`config.mk`:
```
export PLATFORM = sky130hd
export DESIGN_NAME = pix_controller
export DESIGN_NICKNAME = d
export VERILOG_FILES = /design/src/rtl/ctrl_pkg.sv /design/src/rtl/pix_pkg.sv /design/src/rtl/frame_buffer.sv /design/src/rtl/pix_capture.sv /design/src/rtl/pix_controller.sv /design/src/rtl/pix_ctrl.sv /design/src/rtl/pix_fifo.sv
export SDC_FILE = /design/constraint.sdc
export NUM_CORES = 2
export LEC_CHECK = 0
export BUFFER_PORTS_ARGS = -buffer_cell sky130_fd_sc_hd__buf_4
export CAP_MARGIN = 5
export CORE_ASPECT_RATIO = 0.9
export CORE_MARGIN = 2
export CORE_UTILIZATION = 47
export CTS_BUF_LIST = sky130_fd_sc_hd__clkbuf_8
export CTS_CLUSTER_SIZE = 20
export DETAILED_ROUTE_END_ITERATION = 10
export GPL_TIMING_DRIVEN = 1
export HOLD_SLACK_MARGIN = 0.12
export SLEW_MARGIN = 20
export SYNTH_ARGS = -nofsm -noshare
export SYNTH_HDL_FRONTEND = slang
export SYNTH_MEMORY_MAX_BITS = 65536
export SYNTH_SLANG_ARGS = --single-unit
```
`constraint.sdc`:
```
create_clock -name clk -period 4.6 [get_ports clk]
set_clock_uncertainty 0.2 [all_clocks]
set_input_delay 0 -clock clk [delete_from_list [all_inputs] [get_ports clk]]
set_output_delay 0 -clock clk [all_outputs]
set_load 0.02 [all_outputs]
```
`src/rtl/ctrl_pkg.sv`:
```
package ctrl_pkg;

    // ==============================
    // Wishbone classic slave port
    // ==============================
    typedef struct packed {
        logic        cyc;
        logic        stb;
        logic        we;
        logic [3:0]  adr;
        logic [15:0] dat;
    } wb_req_t;

    typedef struct packed {
        logic        ack;
        logic [15:0] dat;
    } wb_rsp_t;

    // ==============================
    // Register map
    // ==============================
    localparam logic [3:0] ADDR_CMD    = 4'd0;
    localparam logic [3:0] ADDR_STATUS = 4'd1;
    localparam logic [3:0] ADDR_DATA   = 4'd2;

    // Opcode sits in bits 1:0 of a command write, block in bits 4:3
    typedef enum logic [1:0] {
        CMD_NONE    = 2'd0,
        CMD_CAPTURE = 2'd1,
        CMD_READOUT = 2'd2
    } cmd_e;

    typedef struct packed {
        logic [12:0] zero;
        logic        readout_started;
        logic        pixel_dropped;
        logic        capture_done;
    } status_t;

    typedef enum logic [1:0] {
        CTRL_IDLE,
        CTRL_CAP_WAIT_FB,
        CTRL_CAP_ARM,
        CTRL_RD_FLUSH
    } ctrl_state_e;

endpackage

```
`src/rtl/pix_pkg.sv`:
```
package pix_pkg;

    // ==============================
    // Sensor and stored pixel
    // ==============================
    localparam int PIX_BITS = 12;

    // Pixel with four zero bits above it
    typedef logic [15:0] pix_word_t;

    typedef struct packed {
        logic [PIX_BITS-1:0] data;
        logic                fv;
        logic                lv;
    } pix_bus_t;

    // ==============================
    // Frame buffer geometry
    // ==============================
    localparam int IMAGE_SIZE       = 64;
    localparam int BLOCK_COUNT      = 4;
    localparam int MEM_DEPTH        = IMAGE_SIZE * BLOCK_COUNT;
    localparam int REFRESH_INTERVAL = 48;
    localparam int REFRESH_CYCLES   = 12;
    localparam int FIFO_IN_DEPTH    = 8;
    localparam int FIFO_OUT_DEPTH   = 8;

    typedef logic [1:0] blk_t;

    typedef enum logic [1:0] {FB_NONE, FB_WRITE, FB_READ} fb_op_e;

    typedef struct packed {
        fb_op_e op;
        blk_t   block;
    } fb_cmd_t;

    typedef struct packed {
        logic      push;
        pix_word_t data;
    } fifo_wr_t;

endpackage

```
`src/rtl/frame_buffer.sv`:
```
`timescale 1ns/1ps

module frame_buffer (
    input  logic               clk,
    input  logic               fifoIn_rst,
    input  pix_pkg::fb_cmd_t   cmd,
    input  logic               in_empty,
    input  pix_pkg::pix_word_t in_data,
    output logic               in_pop,
    input  logic               out_full,
    output pix_pkg::fifo_wr_t  out_wr,
    output logic               write_ready,
    output logic               write_done,
    output logic               read_busy
);

    pix_pkg::pix_word_t mem [pix_pkg::MEM_DEPTH];

    logic [$clog2(pix_pkg::REFRESH_INTERVAL)-1:0] ref_cnt;
    logic                                         refresh;
    logic                                         init_done;

    pix_pkg::fb_op_e                        mode;
    pix_pkg::blk_t                          block;
    logic [$clog2(pix_pkg::IMAGE_SIZE)-1:0] cnt;
    logic                                   seq_done;
    logic [$clog2(pix_pkg::MEM_DEPTH)-1:0]  addr;
    logic                                   mem_we;
    logic                                   rd_issue;
    logic                                   rd_valid;
    pix_pkg::pix_word_t                     rd_data;

    // ==============================
    // Refresh timing
    // ==============================
    always_ff @(posedge clk) begin
        if (!fifoIn_rst) begin
            ref_cnt   <= '0;
            init_done <= 1'b0;
        end else begin
            if (ref_cnt == pix_pkg::REFRESH_INTERVAL - 1) begin
                ref_cnt <= '0;
            end else begin
                ref_cnt <= ref_cnt + 1'b1;
            end
            // Memory counts as initialized after the first window
            if (!refresh) begin
                init_done <= 1'b1;
            end
        end
    end

    assign refresh = (ref_cnt < pix_pkg::REFRESH_CYCLES);

    // ==============================
    // Sequencers
    // ==============================
    assign addr = {block, cnt};

    // Extra pixels after a full block are still popped and dropped
    assign in_pop = !in_empty && (mode == pix_pkg::FB_WRITE) && !refresh;
    assign mem_we = in_pop && !seq_done;

    // Issue only when the in-flight slot frees up by next cycle
    assign rd_issue = (mode == pix_pkg::FB_READ) && !seq_done && !refresh
                      && (!rd_valid || !out_full);

    assign write_ready = init_done && (mode == pix_pkg::FB_WRITE) && !seq_done;
    assign read_busy   = (mode == pix_pkg::FB_READ) && (!seq_done || rd_valid);
    assign out_wr      = '{push: rd_valid && !out_full, data: rd_data};

    always_ff @(posedge clk) begin
        if (mem_we) begin
            mem[addr] <= in_data;
        end
        if (rd_issue) begin
            rd_data <= mem[addr];
        end
    end

    always_ff @(posedge clk) begin
        if (!fifoIn_rst) begin
            mode       <= pix_pkg::FB_NONE;
            block      <= '0;
            cnt        <= '0;
            seq_done   <= 1'b0;
            rd_valid   <= 1'b0;
            write_done <= 1'b0;
        end else begin
            write_done <= mem_we && (cnt == pix_pkg::IMAGE_SIZE - 1);

            if (rd_issue) begin
                rd_valid <= 1'b1;
            end else if (out_wr.push) begin
                rd_valid <= 1'b0;
            end

            if (cmd.op != pix_pkg::FB_NONE) begin
                mode     <= cmd.op;
                block    <= cmd.block;
                cnt      <= '0;
                seq_done <= 1'b0;
                rd_valid <= 1'b0;
            end else if (mem_we || rd_issue) begin
                cnt <= cnt + 1'b1;
                if (cnt == pix_pkg::IMAGE_SIZE - 1) begin
                    seq_done <= 1'b1;
                end
            end
        end
    end

    // A read held back by a full output FIFO keeps its word
    assert property (@(posedge clk) disable iff (!fifoIn_rst)
        (rd_valid && out_full && cmd.op == pix_pkg::FB_NONE) |=> (rd_valid && $stable(rd_data)));

endmodule

```
`src/rtl/pix_capture.sv`:
```
`timescale 1ns/1ps

module pix_capture (
    input  logic              clk,
    input  logic              fifoIn_rst,
    input  pix_pkg::pix_bus_t pix,
    input  logic              arm,
    input  logic              full,
    output pix_pkg::fifo_wr_t in_wr,
    output logic              started,
    output logic              dropped
);

    typedef enum logic [1:0] {
        CAP_IDLE,
        CAP_WAIT_LOW,
        CAP_WAIT_HIGH,
        CAP_ACTIVE
    } cap_state_e;

    cap_state_e        state;
    pix_pkg::pix_bus_t pix_q;
    logic              in_frame;
    logic              want_push;

    // Input register for the sensor bus
    always_ff @(posedge clk) begin
        if (!fifoIn_rst) begin
            pix_q <= '0;
        end else begin
            pix_q <= pix;
        end
    end

    // Frame counts as started on the cycle fv is first seen high
    assign in_frame  = pix_q.fv && (state == CAP_WAIT_HIGH || state == CAP_ACTIVE);
    assign want_push = in_frame && pix_q.lv;

    assign in_wr = '{
        push: want_push && !full,
        data: {{($bits(pix_pkg::pix_word_t) - pix_pkg::PIX_BITS){1'b0}}, pix_q.data}
    };

    // ==============================
    // Frame sync FSM
    // ==============================
    always_ff @(posedge clk) begin
        if (!fifoIn_rst) begin
            state   <= CAP_IDLE;
            started <= 1'b0;
            dropped <= 1'b0;
        end else begin
            started <= 1'b0;

            case (state)
                // Skip a frame that is already running
                CAP_WAIT_LOW: begin
                    if (!pix_q.fv) begin
                        state <= CAP_WAIT_HIGH;
                    end
                end
                CAP_WAIT_HIGH: begin
                    if (pix_q.fv) begin
                        state <= CAP_ACTIVE;
                    end
                end
                CAP_ACTIVE: begin
                    if (!pix_q.fv) begin
                        state <= CAP_IDLE;
                    end
                end
                default: begin
                end
            endcase

            // Sticky until the next arm
            if (want_push && full) begin
                dropped <= 1'b1;
            end

            if (arm) begin
                state   <= CAP_WAIT_LOW;
                started <= 1'b1;
                dropped <= 1'b0;
            end
        end
    end

    // A pixel refused by the full FIFO marks the frame as damaged
    assert property (@(posedge clk) disable iff (!fifoIn_rst)
        (want_push && !in_wr.push && !arm) |=> dropped);

endmodule

```
`src/rtl/pix_controller.sv`:
```
`timescale 1ns/1ps

module pix_controller (
    input  logic              clk,
    input  logic              fifoIn_rst,
    input  pix_pkg::pix_bus_t pix,
    input  ctrl_pkg::wb_req_t wb_req,
    output ctrl_pkg::wb_rsp_t wb_rsp
);

    pix_pkg::fifo_wr_t  in_wr;
    pix_pkg::fifo_wr_t  out_wr;
    pix_pkg::pix_word_t in_data;
    pix_pkg::pix_word_t out_data;
    pix_pkg::fb_cmd_t   fb_cmd;
    logic               in_full;
    logic               in_empty;
    logic               in_pop;
    logic               out_full;
    logic               out_empty;
    logic               out_pop;
    logic               write_ready;
    logic               write_done;
    logic               arm;
    logic               flush_in;
    logic               flush_out;
    logic               started;
    logic               dropped;

    // ==============================
    // Pixel pipeline
    // ==============================
    pix_capture u_capture (
        .clk(clk), .fifoIn_rst(fifoIn_rst), .pix(pix), .arm(arm), .full(in_full),
        .in_wr(in_wr), .started(started), .dropped(dropped)
    );

    pix_fifo #(.DEPTH(pix_pkg::FIFO_IN_DEPTH)) fifo_in (
        .clk(clk), .fifoIn_rst(fifoIn_rst), .flush(flush_in), .wr(in_wr), .full(in_full),
        .pop(in_pop), .empty(in_empty), .rd_data(in_data)
    );

    // Read busy flag is not part of the register map
    frame_buffer u_frame_buffer (
        .clk(clk), .fifoIn_rst(fifoIn_rst), .cmd(fb_cmd), .in_empty(in_empty),
        .in_data(in_data), .in_pop(in_pop), .out_full(out_full), .out_wr(out_wr),
        .write_ready(write_ready), .write_done(write_done), .read_busy()
    );

    pix_fifo #(.DEPTH(pix_pkg::FIFO_OUT_DEPTH)) fifo_out (
        .clk(clk), .fifoIn_rst(fifoIn_rst), .flush(flush_out), .wr(out_wr), .full(out_full),
        .pop(out_pop), .empty(out_empty), .rd_data(out_data)
    );

    pix_ctrl u_ctrl (
        .clk(clk), .fifoIn_rst(fifoIn_rst), .wb_req(wb_req), .wb_rsp(wb_rsp),
        .fb_cmd(fb_cmd), .write_ready(write_ready), .write_done(write_done),
        .started(started), .dropped(dropped), .arm(arm), .flush_in(flush_in),
        .flush_out(flush_out), .out_empty(out_empty), .out_data(out_data), .out_pop(out_pop)
    );

endmodule

```
`src/rtl/pix_ctrl.sv`:
```
`timescale 1ns/1ps

module pix_ctrl (
    input  logic               clk,
    input  logic               fifoIn_rst,
    input  ctrl_pkg::wb_req_t  wb_req,
    output ctrl_pkg::wb_rsp_t  wb_rsp,
    output pix_pkg::fb_cmd_t   fb_cmd,
    input  logic               write_ready,
    input  logic               write_done,
    input  logic               started,
    input  logic               dropped,
    output logic               arm,
    output logic               flush_in,
    output logic               flush_out,
    input  logic               out_empty,
    input  pix_pkg::pix_word_t out_data,
    output logic               out_pop
);

    ctrl_pkg::ctrl_state_e state;
    ctrl_pkg::cmd_e        opcode;
    ctrl_pkg::status_t     status;
    pix_pkg::blk_t         cmd_block;
    logic                  capture_done;
    logic                  readout_started;
    logic                  ack_q;
    logic [15:0]           dat_q;
    logic                  req_valid;
    logic                  data_read;
    logic                  reg_access;
    logic                  cmd_write;

    // ==============================
    // Bus decode
    // ==============================
    assign req_valid  = wb_req.cyc && wb_req.stb && !ack_q;
    assign data_read  = req_valid && !wb_req.we && (wb_req.adr == ctrl_pkg::ADDR_DATA);
    assign reg_access = req_valid && !data_read;
    assign cmd_write  = reg_access && wb_req.we && (wb_req.adr == ctrl_pkg::ADDR_CMD);

    // Data reads wait here until the output FIFO has a word
    assign out_pop = data_read && !out_empty;

    assign opcode    = ctrl_pkg::cmd_e'(wb_req.dat[1:0]);
    assign cmd_block = wb_req.dat[4:3];

    always_comb begin
        status                 = '0;
        status.capture_done    = capture_done;
        status.pixel_dropped   = dropped;
        status.readout_started = readout_started;
    end

    assign wb_rsp = '{ack: ack_q, dat: dat_q};

    always_ff @(posedge clk) begin
        if (!fifoIn_rst) begin
            ack_q <= 1'b0;
        end else begin
            ack_q <= reg_access || out_pop;
        end
    end

    always_ff @(posedge clk) begin
        if (out_pop) begin
            dat_q <= out_data;
        end else if (reg_access) begin
            dat_q <= (wb_req.adr == ctrl_pkg::ADDR_STATUS) ? 16'(status) : '0;
        end
    end

    // ==============================
    // Command FSM
    // ==============================
    always_ff @(posedge clk) begin
        if (!fifoIn_rst) begin
            state           <= ctrl_pkg::CTRL_IDLE;
            fb_cmd          <= '{op: pix_pkg::FB_NONE, block: '0};
            arm             <= 1'b0;
            flush_in        <= 1'b0;
            flush_out       <= 1'b0;
            capture_done    <= 1'b0;
            readout_started <= 1'b0;
        end else begin
            fb_cmd.op <= pix_pkg::FB_NONE;
            arm       <= 1'b0;
            flush_in  <= 1'b0;
            flush_out <= 1'b0;

            if (write_done) begin
                capture_done <= 1'b1;
            end

            case (state)
                // Frame buffer must have taken the command first
                ctrl_pkg::CTRL_CAP_WAIT_FB: begin
                    if (fb_cmd.op == pix_pkg::FB_NONE && write_ready) begin
                        flush_in <= 1'b1;
                        arm      <= 1'b1;
                        state    <= ctrl_pkg::CTRL_CAP_ARM;
                    end
                end
                ctrl_pkg::CTRL_CAP_ARM: begin
                    if (started) begin
                        state <= ctrl_pkg::CTRL_IDLE;
                    end
                end
                ctrl_pkg::CTRL_RD_FLUSH: begin
                    readout_started <= 1'b1;
                    state           <= ctrl_pkg::CTRL_IDLE;
                end
                default: begin
                end
            endcase

            // A new command overrides whatever is running
            if (cmd_write) begin
                case (opcode)
                    ctrl_pkg::CMD_CAPTURE: begin
                        capture_done    <= 1'b0;
                        readout_started <= 1'b0;
                        fb_cmd          <= '{op: pix_pkg::FB_WRITE, block: cmd_block};
                        state           <= ctrl_pkg::CTRL_CAP_WAIT_FB;
                    end
                    ctrl_pkg::CMD_READOUT: begin
                        readout_started <= 1'b0;
                        fb_cmd          <= '{op: pix_pkg::FB_READ, block: cmd_block};
                        flush_out       <= 1'b1;
                        state           <= ctrl_pkg::CTRL_RD_FLUSH;
                    end
                    default: begin
                    end
                endcase
            end
        end
    end

    assert property (@(posedge clk) disable iff (!fifoIn_rst) wb_rsp.ack |-> wb_req.stb);

endmodule

```
`src/rtl/pix_fifo.sv`:
```
`timescale 1ns/1ps

module pix_fifo #(
    parameter int DEPTH = 8
) (
    input  logic               clk,
    input  logic               fifoIn_rst,
    input  logic               flush,
    input  pix_pkg::fifo_wr_t  wr,
    output logic               full,
    input  logic               pop,
    output logic               empty,
    output pix_pkg::pix_word_t rd_data
);

    pix_pkg::pix_word_t         mem [DEPTH];
    logic [$clog2(DEPTH)-1:0]   wr_ptr;
    logic [$clog2(DEPTH)-1:0]   rd_ptr;
    logic [$clog2(DEPTH+1)-1:0] count;
    logic                       do_push;
    logic                       do_pop;

    assign full    = (count == DEPTH);
    assign empty   = (count == 0);
    assign do_push = wr.push && !full;
    assign do_pop  = pop && !empty;

    // Show-ahead read puts the head word on rd_data
    assign rd_data = mem[rd_ptr];

    always_ff @(posedge clk) begin
        if (do_push) begin
            mem[wr_ptr] <= wr.data;
        end
    end

    always_ff @(posedge clk) begin
        if (!fifoIn_rst) begin
            wr_ptr <= '0;
            rd_ptr <= '0;
            count  <= '0;
        end else if (flush) begin
            wr_ptr <= '0;
            rd_ptr <= '0;
            count  <= '0;
        end else begin
            if (do_push) begin
                wr_ptr <= (wr_ptr == DEPTH - 1) ? '0 : wr_ptr + 1'b1;
            end
            if (do_pop) begin
                rd_ptr <= (rd_ptr == DEPTH - 1) ? '0 : rd_ptr + 1'b1;
            end
            case ({do_push, do_pop})
                2'b10:   count <= count + 1'b1;
                2'b01:   count <= count - 1'b1;
                default: count <= count;
            endcase
        end
    end

    assert property (@(posedge clk) disable iff (!fifoIn_rst) pop |-> !empty);

endmodule

```
### Word-level counts from Yosys, hierarchy flattened

Memories as Yosys holds them, arrays and structs flattened. A register that Yosys moved wholly into a read port is not among the register bits.
Cells that the tools add are included.

| storage, ports and cells | value |
|---|---|
| memory bits (read-only) | 0 |
| bits of input ports | 39 |
| bits in writable memories | 4320 |
| bits in latches | 0 |
| logic and storage cells | 180 |
| flip-flop bits (word level) | 85 |
| memories kept | 3 |

Memories:

| memory | depth | bits a word | rd ports | clocked after Yosys merged registers in | wr ports | line | text |
|---|---|---|---|---|---|---|---|
| u_frame_buffer.mem | 256 | 16 | 1 | 1 | 1 | frame_buffer.sv:17 | `pix_pkg::pix_word_t mem [pix_pkg::MEM_DEPTH];` |
| fifo_out.mem | 8 | 16 | 1 | 1 | 1 | pix_fifo.sv:16 | `pix_pkg::pix_word_t mem [DEPTH];` |
| fifo_in.mem | 8 | 12 | 1 | 1 | 1 | pix_fifo.sv:16 |  |

| operators by class | value |
|---|---|
| bitwise gates (word level) | 1 |
| magnitude comparators | 1 |
| add/subtract/negate cells | 10 |
| equality and inequality tests | 30 |
| divide/modulo/power cells | 0 |
| multiply operators | 0 |
| shift-type cells | 0 |
| reductions and logical operators | 64 |
| mux-type cells | 41 |

Operators with widths:

| operator | number |
|---|---|
| two-way mux 16 bit | 2 |
| logical AND 1 bit | 27 |
| two-way mux 3 bit | 9 |
| case mux 4 bit (2 select lines) | 3 |
| two-way mux 1 bit | 18 |
| == test 2 bit, second input constant | 8 |
| adder 3 x 1 -> 3 bit, second input constant | 4 |
| adder 6 x 1 -> 6 bit, second input constant | 2 |
| == test 2 x 1 -> 1 bit, second input constant | 6 |
| == test 3 bit, second input constant | 4 |
| == test 6 bit, second input constant | 2 |
| zero test 4 bit | 3 |
| two-way mux 2 bit | 6 |
| case mux 2 bit (3 select lines) | 2 |
| nonzero test 2 bit | 6 |
| zero test 1 bit | 10 |
| OR reduction 2 bit | 5 |
| adder 4 x 1 -> 4 bit, second input constant | 2 |
| == test 4 bit, second input constant | 2 |
| AND reduction 2 bit | 4 |
| AND reduction 4 bit | 2 |
| subtractor 4 x 1 -> 4 bit, second input constant | 2 |
| < comparator 6 x 4 -> 1 bit, second input constant | 1 |
| != test 3 x 2 -> 1 bit, second input constant | 2 |
| 11 further kinds | 15 |

### Logic depth before layout (Yosys ltp)

| depth | value |
|---|---|
| word-level depth | 9 |
| gate-level depth with buffers | 13 |
| mapped depth without buffers | 11 |

### By module

Synthesis repeated with hierarchy kept, for this count alone.

| second synthesis, totals | value |
|---|---|
| cell total of the unflattened synthesis | 7491 |
| area total of the unflattened synthesis | 169233.6 um2 |

By module, submodules not included:

| module | cells each | area an instance (um2) | times used | sequential area each (um2) |
|---|---|---|---|---|
| frame_buffer | 6806 | 156162.3 | 1 | 123878.8 |
| pix_fifo | 266 | 5610.4 | 2 | 4103.9 |
| pix_ctrl | 92 | 1197.4 | 1 | 700.7 |
| pix_capture | 61 | 653.1 | 1 | 360.3 |

### Worst setup path before layout

No wires, ideal clock.

| timing path | value |
|---|---|
| path type | register to register |
| start point | reg (tool-made name) |
| end point | mem u_frame_buffer.mem[0][0] (netlist name) (data pin) |
| setup slack | 0.858 ns |
| library setup time | 0.556 ns |
| clock period less this slack | 3.742 ns |
| data arrival time | 2.987 ns |
| data required time | 3.844 ns |
| stages on the path, launching flop included | 5 |
| cells stage by stage | dfxtp_1 clkbuf_1 buf_2 mux4_2 mux2_2 |

RTL lines:

| what | line |
|---|---|
| end, declared | frame_buffer.sv:17 |

==> results by group <==
Drt
  – DR pass1 iterations: 7
  – Vias per inst: around 6.0
  – WL/cell: around 30 um
  – Via Count: around 63000
  – Drt initial violations: roughly 7300
  – ANT nets after route: 0
  – Post-Route WL: about 310000 um
  – DR DRC count: 0

Critical path
  – Slowest stage delay, CP: between 0.9 and 1 ns
  – Crit Path Class: flop to flop
  – Worst R2R Setup Slack: 0.22 ns
  – Critical-path maximum fanout: 31
  – Crit path max-delay family: compound AO/OA/AOI/OAI gates
  – R2R depth: 8
  – Worst EP arrival: 4.90 ns
  – Worst setup startpoint: u_frame_buffer.cnt[0]
  – Critical path endpoint: u_frame_buffer.rd_data[0]
  – Worst r2r dst: u_frame_buffer.rd_data[0]
  – Setup crit end kind: flop
  – Crit path cell chain: buf_12, buf_4, mux4_2, a22oi_1, a21oi_1, o41ai_1, buf_4, nand4_1
  – Crit start category: flop
  – RR Startpoint: u_frame_buffer.cnt[0]
  – WP depth: 8
  – Worst path most repeated cell: buf_4
  – Critical path data required time: between 5 and 6 ns
  – Crit-path slowest cell: o41ai_1
  – CP bufs+invs: 3

Placed design
  – Placed insts: 9561
  – Post-Place Worst Slack: a little over 0.2 ns
  – Final GP Congestion: just over 0.8
  – Final HPWL DP: approximately 180000 um
  – # port buffers: 39
  – Cell area after placement: between 100000 and 150000 um^2

Timing
  – Hold WS: between 0.2 and 0.3 ns
  – RSZ-0062 raised after global routing: false
  – # setup viols final: 0
  – Worst-margin pin slew: 1.29 ns
  – Crit path time final: 4.38 ns
  – Tcrit/Tclk final: 95.3%
  – Final setup TNS: 0 ns
  – Min setup slack post-route: between 0.2 and 0.25 ns
  – Final hold vios: 0
  – Final slew viol count: 0
  – Worst slew margin: 13.8%
  – Fmax: 228 MHz

Yosys
  – Post-synth EDFFs: around 3300
  – Yosys cell types: between 40 and 50
  – Cells after synthesis: around 5800
  – YS warnings: 0
  – Most frequently used flop master after synthesis: edfxtp_1
  – Synth Register Bits: 3362
  – Synth top area share: slightly below 80%
  – Syn Area/Cell: ~22 um^2
  – Top cells by area, synth: edfxtp_1 (77%), mux4_2 (14%), a22oi_1 (2.3%)
  – Seq/Total Area, Yosys: 78.5%
  – FFs w/ async S/R, synth: 0%
  – Synth Cell Area: roughly 130000 um^2
  – Post-synth top area cell: edfxtp_1

Layout
  – Most common cell after layout, fill and taps aside: edfxtp_1
  – FF/Latch Area: roughly 100000 um^2
  – Non-Filler Instances: about 11000
  – Multi-input logic area: 26300 um^2
  – Final Core Density: between 50% and 60%
  – Layout cells sized above 1: 29.6%
  – Fill cell count: 20616
  – Nets@finish: between 6000 and 7000
  – Design area: between 100000 and 150000 um^2
  – Area grow syn2layout: 14.6%
  – Most frequent cells in the layout: edfxtp_1 (3288), mux4_2 (816), clkbuf_8 (554)

Power
  – Leak pwr: about 46 nW
  – Cell-internal power: approximately 45 mW
  – Pwr Total: 56.6 mW
  – Share of total power in combinational logic: less than 1%
  – Clock power frac: 41.2%
  – Seq pwr share: around three fifths
  – PwrDens: roughly 390 nW/um^2
  – Net Switching: approximately 12 mW
  – Worst vdd ir: roughly 0.00033 V
  – Net Sw Frac: between 20 and 25%

Outcome
  – Outcome: completed

Clock network
  – CTS tree: built
  – Clock latency on the worst-skew pair: around 1.0 ns
  – Maximum root-to-sink buffer count: 4
  – Clock sink count: between 3000 and 4000
  – Cts bufs inserted: 541
  – Worst-path clk slew: approximately 0.060 ns
  – Clock root buffer: clkbuf_8
  – Htree depth: 6

Global route
  – Met1 usage: 32.7%
  – Busiest layer in global routing: met2
  – Largest net degree at the start of global routing: ~160
  – First-pass GRT wire length: 450000 um
  – Routing usage on met2: 34.4%
  – Gr usage total: a little under a quarter
  – Vias in the first global route: around 64000
  – Initial antenna violation count: 5
  – GRT overflow: 0
  – Met3 usage: 5.10%

Floorplanning
  – Die width: around 550 um
  – Site row count: between 150 and 200
  – Die Ht: ~500 um
  – Initial core utilization: a little under half
  – I/O pin cnt: 56
  – Core ar.: ~270000 um^2
  – Die area: about 280000 um^2

Flow run
  – MaxCap Viol Count: 0

Hold path
  – Hold Crit Class: flop to flop
-- flip-flops by register name, indices dropped and copies added (netlist names), 4 cells and up, named ones only --
register and count:
fifo_in.count 4, fifo_in.mem 96, fifo_out.count 4, fifo_out.mem 96, u_capture.in_wr 12, u_ctrl.dat_q 12
u_ctrl.fb_cmd 4, u_frame_buffer.cnt 6, u_frame_buffer.mem 3072, u_frame_buffer.rd_data 12, u_frame_buffer.ref_cnt 6
-- power by group through the flow --
stage	combinational [mW]	clock, mW	sequential (mW)
5_1_grt	0.118	25.1	33.1
2_1_floorplan	0.0279	0	33.8
6_report	0.109	23.3	33.1
3_5_place_dp	0.0640	0	33.8
4_1_cts	0.109	23.8	33.1
3_3_place_gp	0.0633	0	33.8
-- how the worst min path moves through the flow --
stage | start | endpoint | cells after the start
3_5_place_dp | pix[7] | u_capture.in_wr[5] | 2
3_3_place_gp | pix[5] | u_capture.in_wr[3] | 2
5_1_grt | fifoIn_rst | u_capture.in_wr[11] | 4
4_1_cts | fifoIn_rst | u_capture.pix_q[0] | 4
6_report | u_frame_buffer.ref_cnt[0] | u_frame_buffer.ref_cnt[0] | 1
2_1_floorplan | pix[2] | u_capture.in_wr[0] | 1
-- cell type report --
type | count | area share [%]
antenna | 6 | 0.0103
multi-input combinational | 2062 | 18.0
clock inverter | 370 | 1.30
timing repair buffer | 638 | 3.94
clock buffer | 554 | 5.21
inverter | 9 | 0.0231
sequential | 3362 | 68.5
tap | 3568 | 3.05
-- cells by family (layout without fill, tap and decap cells) --
family / Yosys count / count (layout) / synth area share, %
AOI/OAI and AO/OA: 678 / 678 / 3.59
xor gates and xnor gates: 15 / 15 / 0.103
adders and majority gates: 22 / 22 / 0.216
buffers and inverters: 367 / 1571 / 1.23
DFF: 3362 / 3362 / 78.5
muxes: 850 / 850 / 14.7
other: 1 / 10 / 0.00294
and+or+nand+nor: 493 / 493 / 1.70
-- what timing repair did --
item                                    4_1_cts  5_1_grt
buffers inserted                              0        0
hold endpoints to repair                     98        0
resized for setup                             0        1
hold buffers                                 77        0
endpoints found under the setup margin        0        2
-- synthesized netlist by cell type, drive strengths merged (2+ instances only) --
library cell,number
a21boi,6
a21oi,211
a22oi,384
and2,19
and3,7
buf,136
clkbuf,222
dfxtp,74
edfxtp,3288
ha,22
inv,9
mux2,12
mux2i,22
mux4,816
nand2,49
nand2b,13
nand3,24
nand3b,2
nand4,15
nor2,310
nor2b,16
nor3,12
nor3b,4
nor4,5
nor4b,4
nor4bb,2
o211ai,3
o21a,6
o21ai,14
o41ai,48
or2,2
or3,7
xnor2,4
xor2,11
-- per-layer routing --
layer / wire length (um) / vias to the layer above / part of all wire (%)
met5: 12 / - / 0.0038
met4: 9030 / 2 / 2.9
met3: 26700 / 501 / 8.5
met2: 147000 / 2754 / 47
met1: 132000 / 33657 / 42
li1: - / 26206 / -
Power figures use the tool's default switching activity.
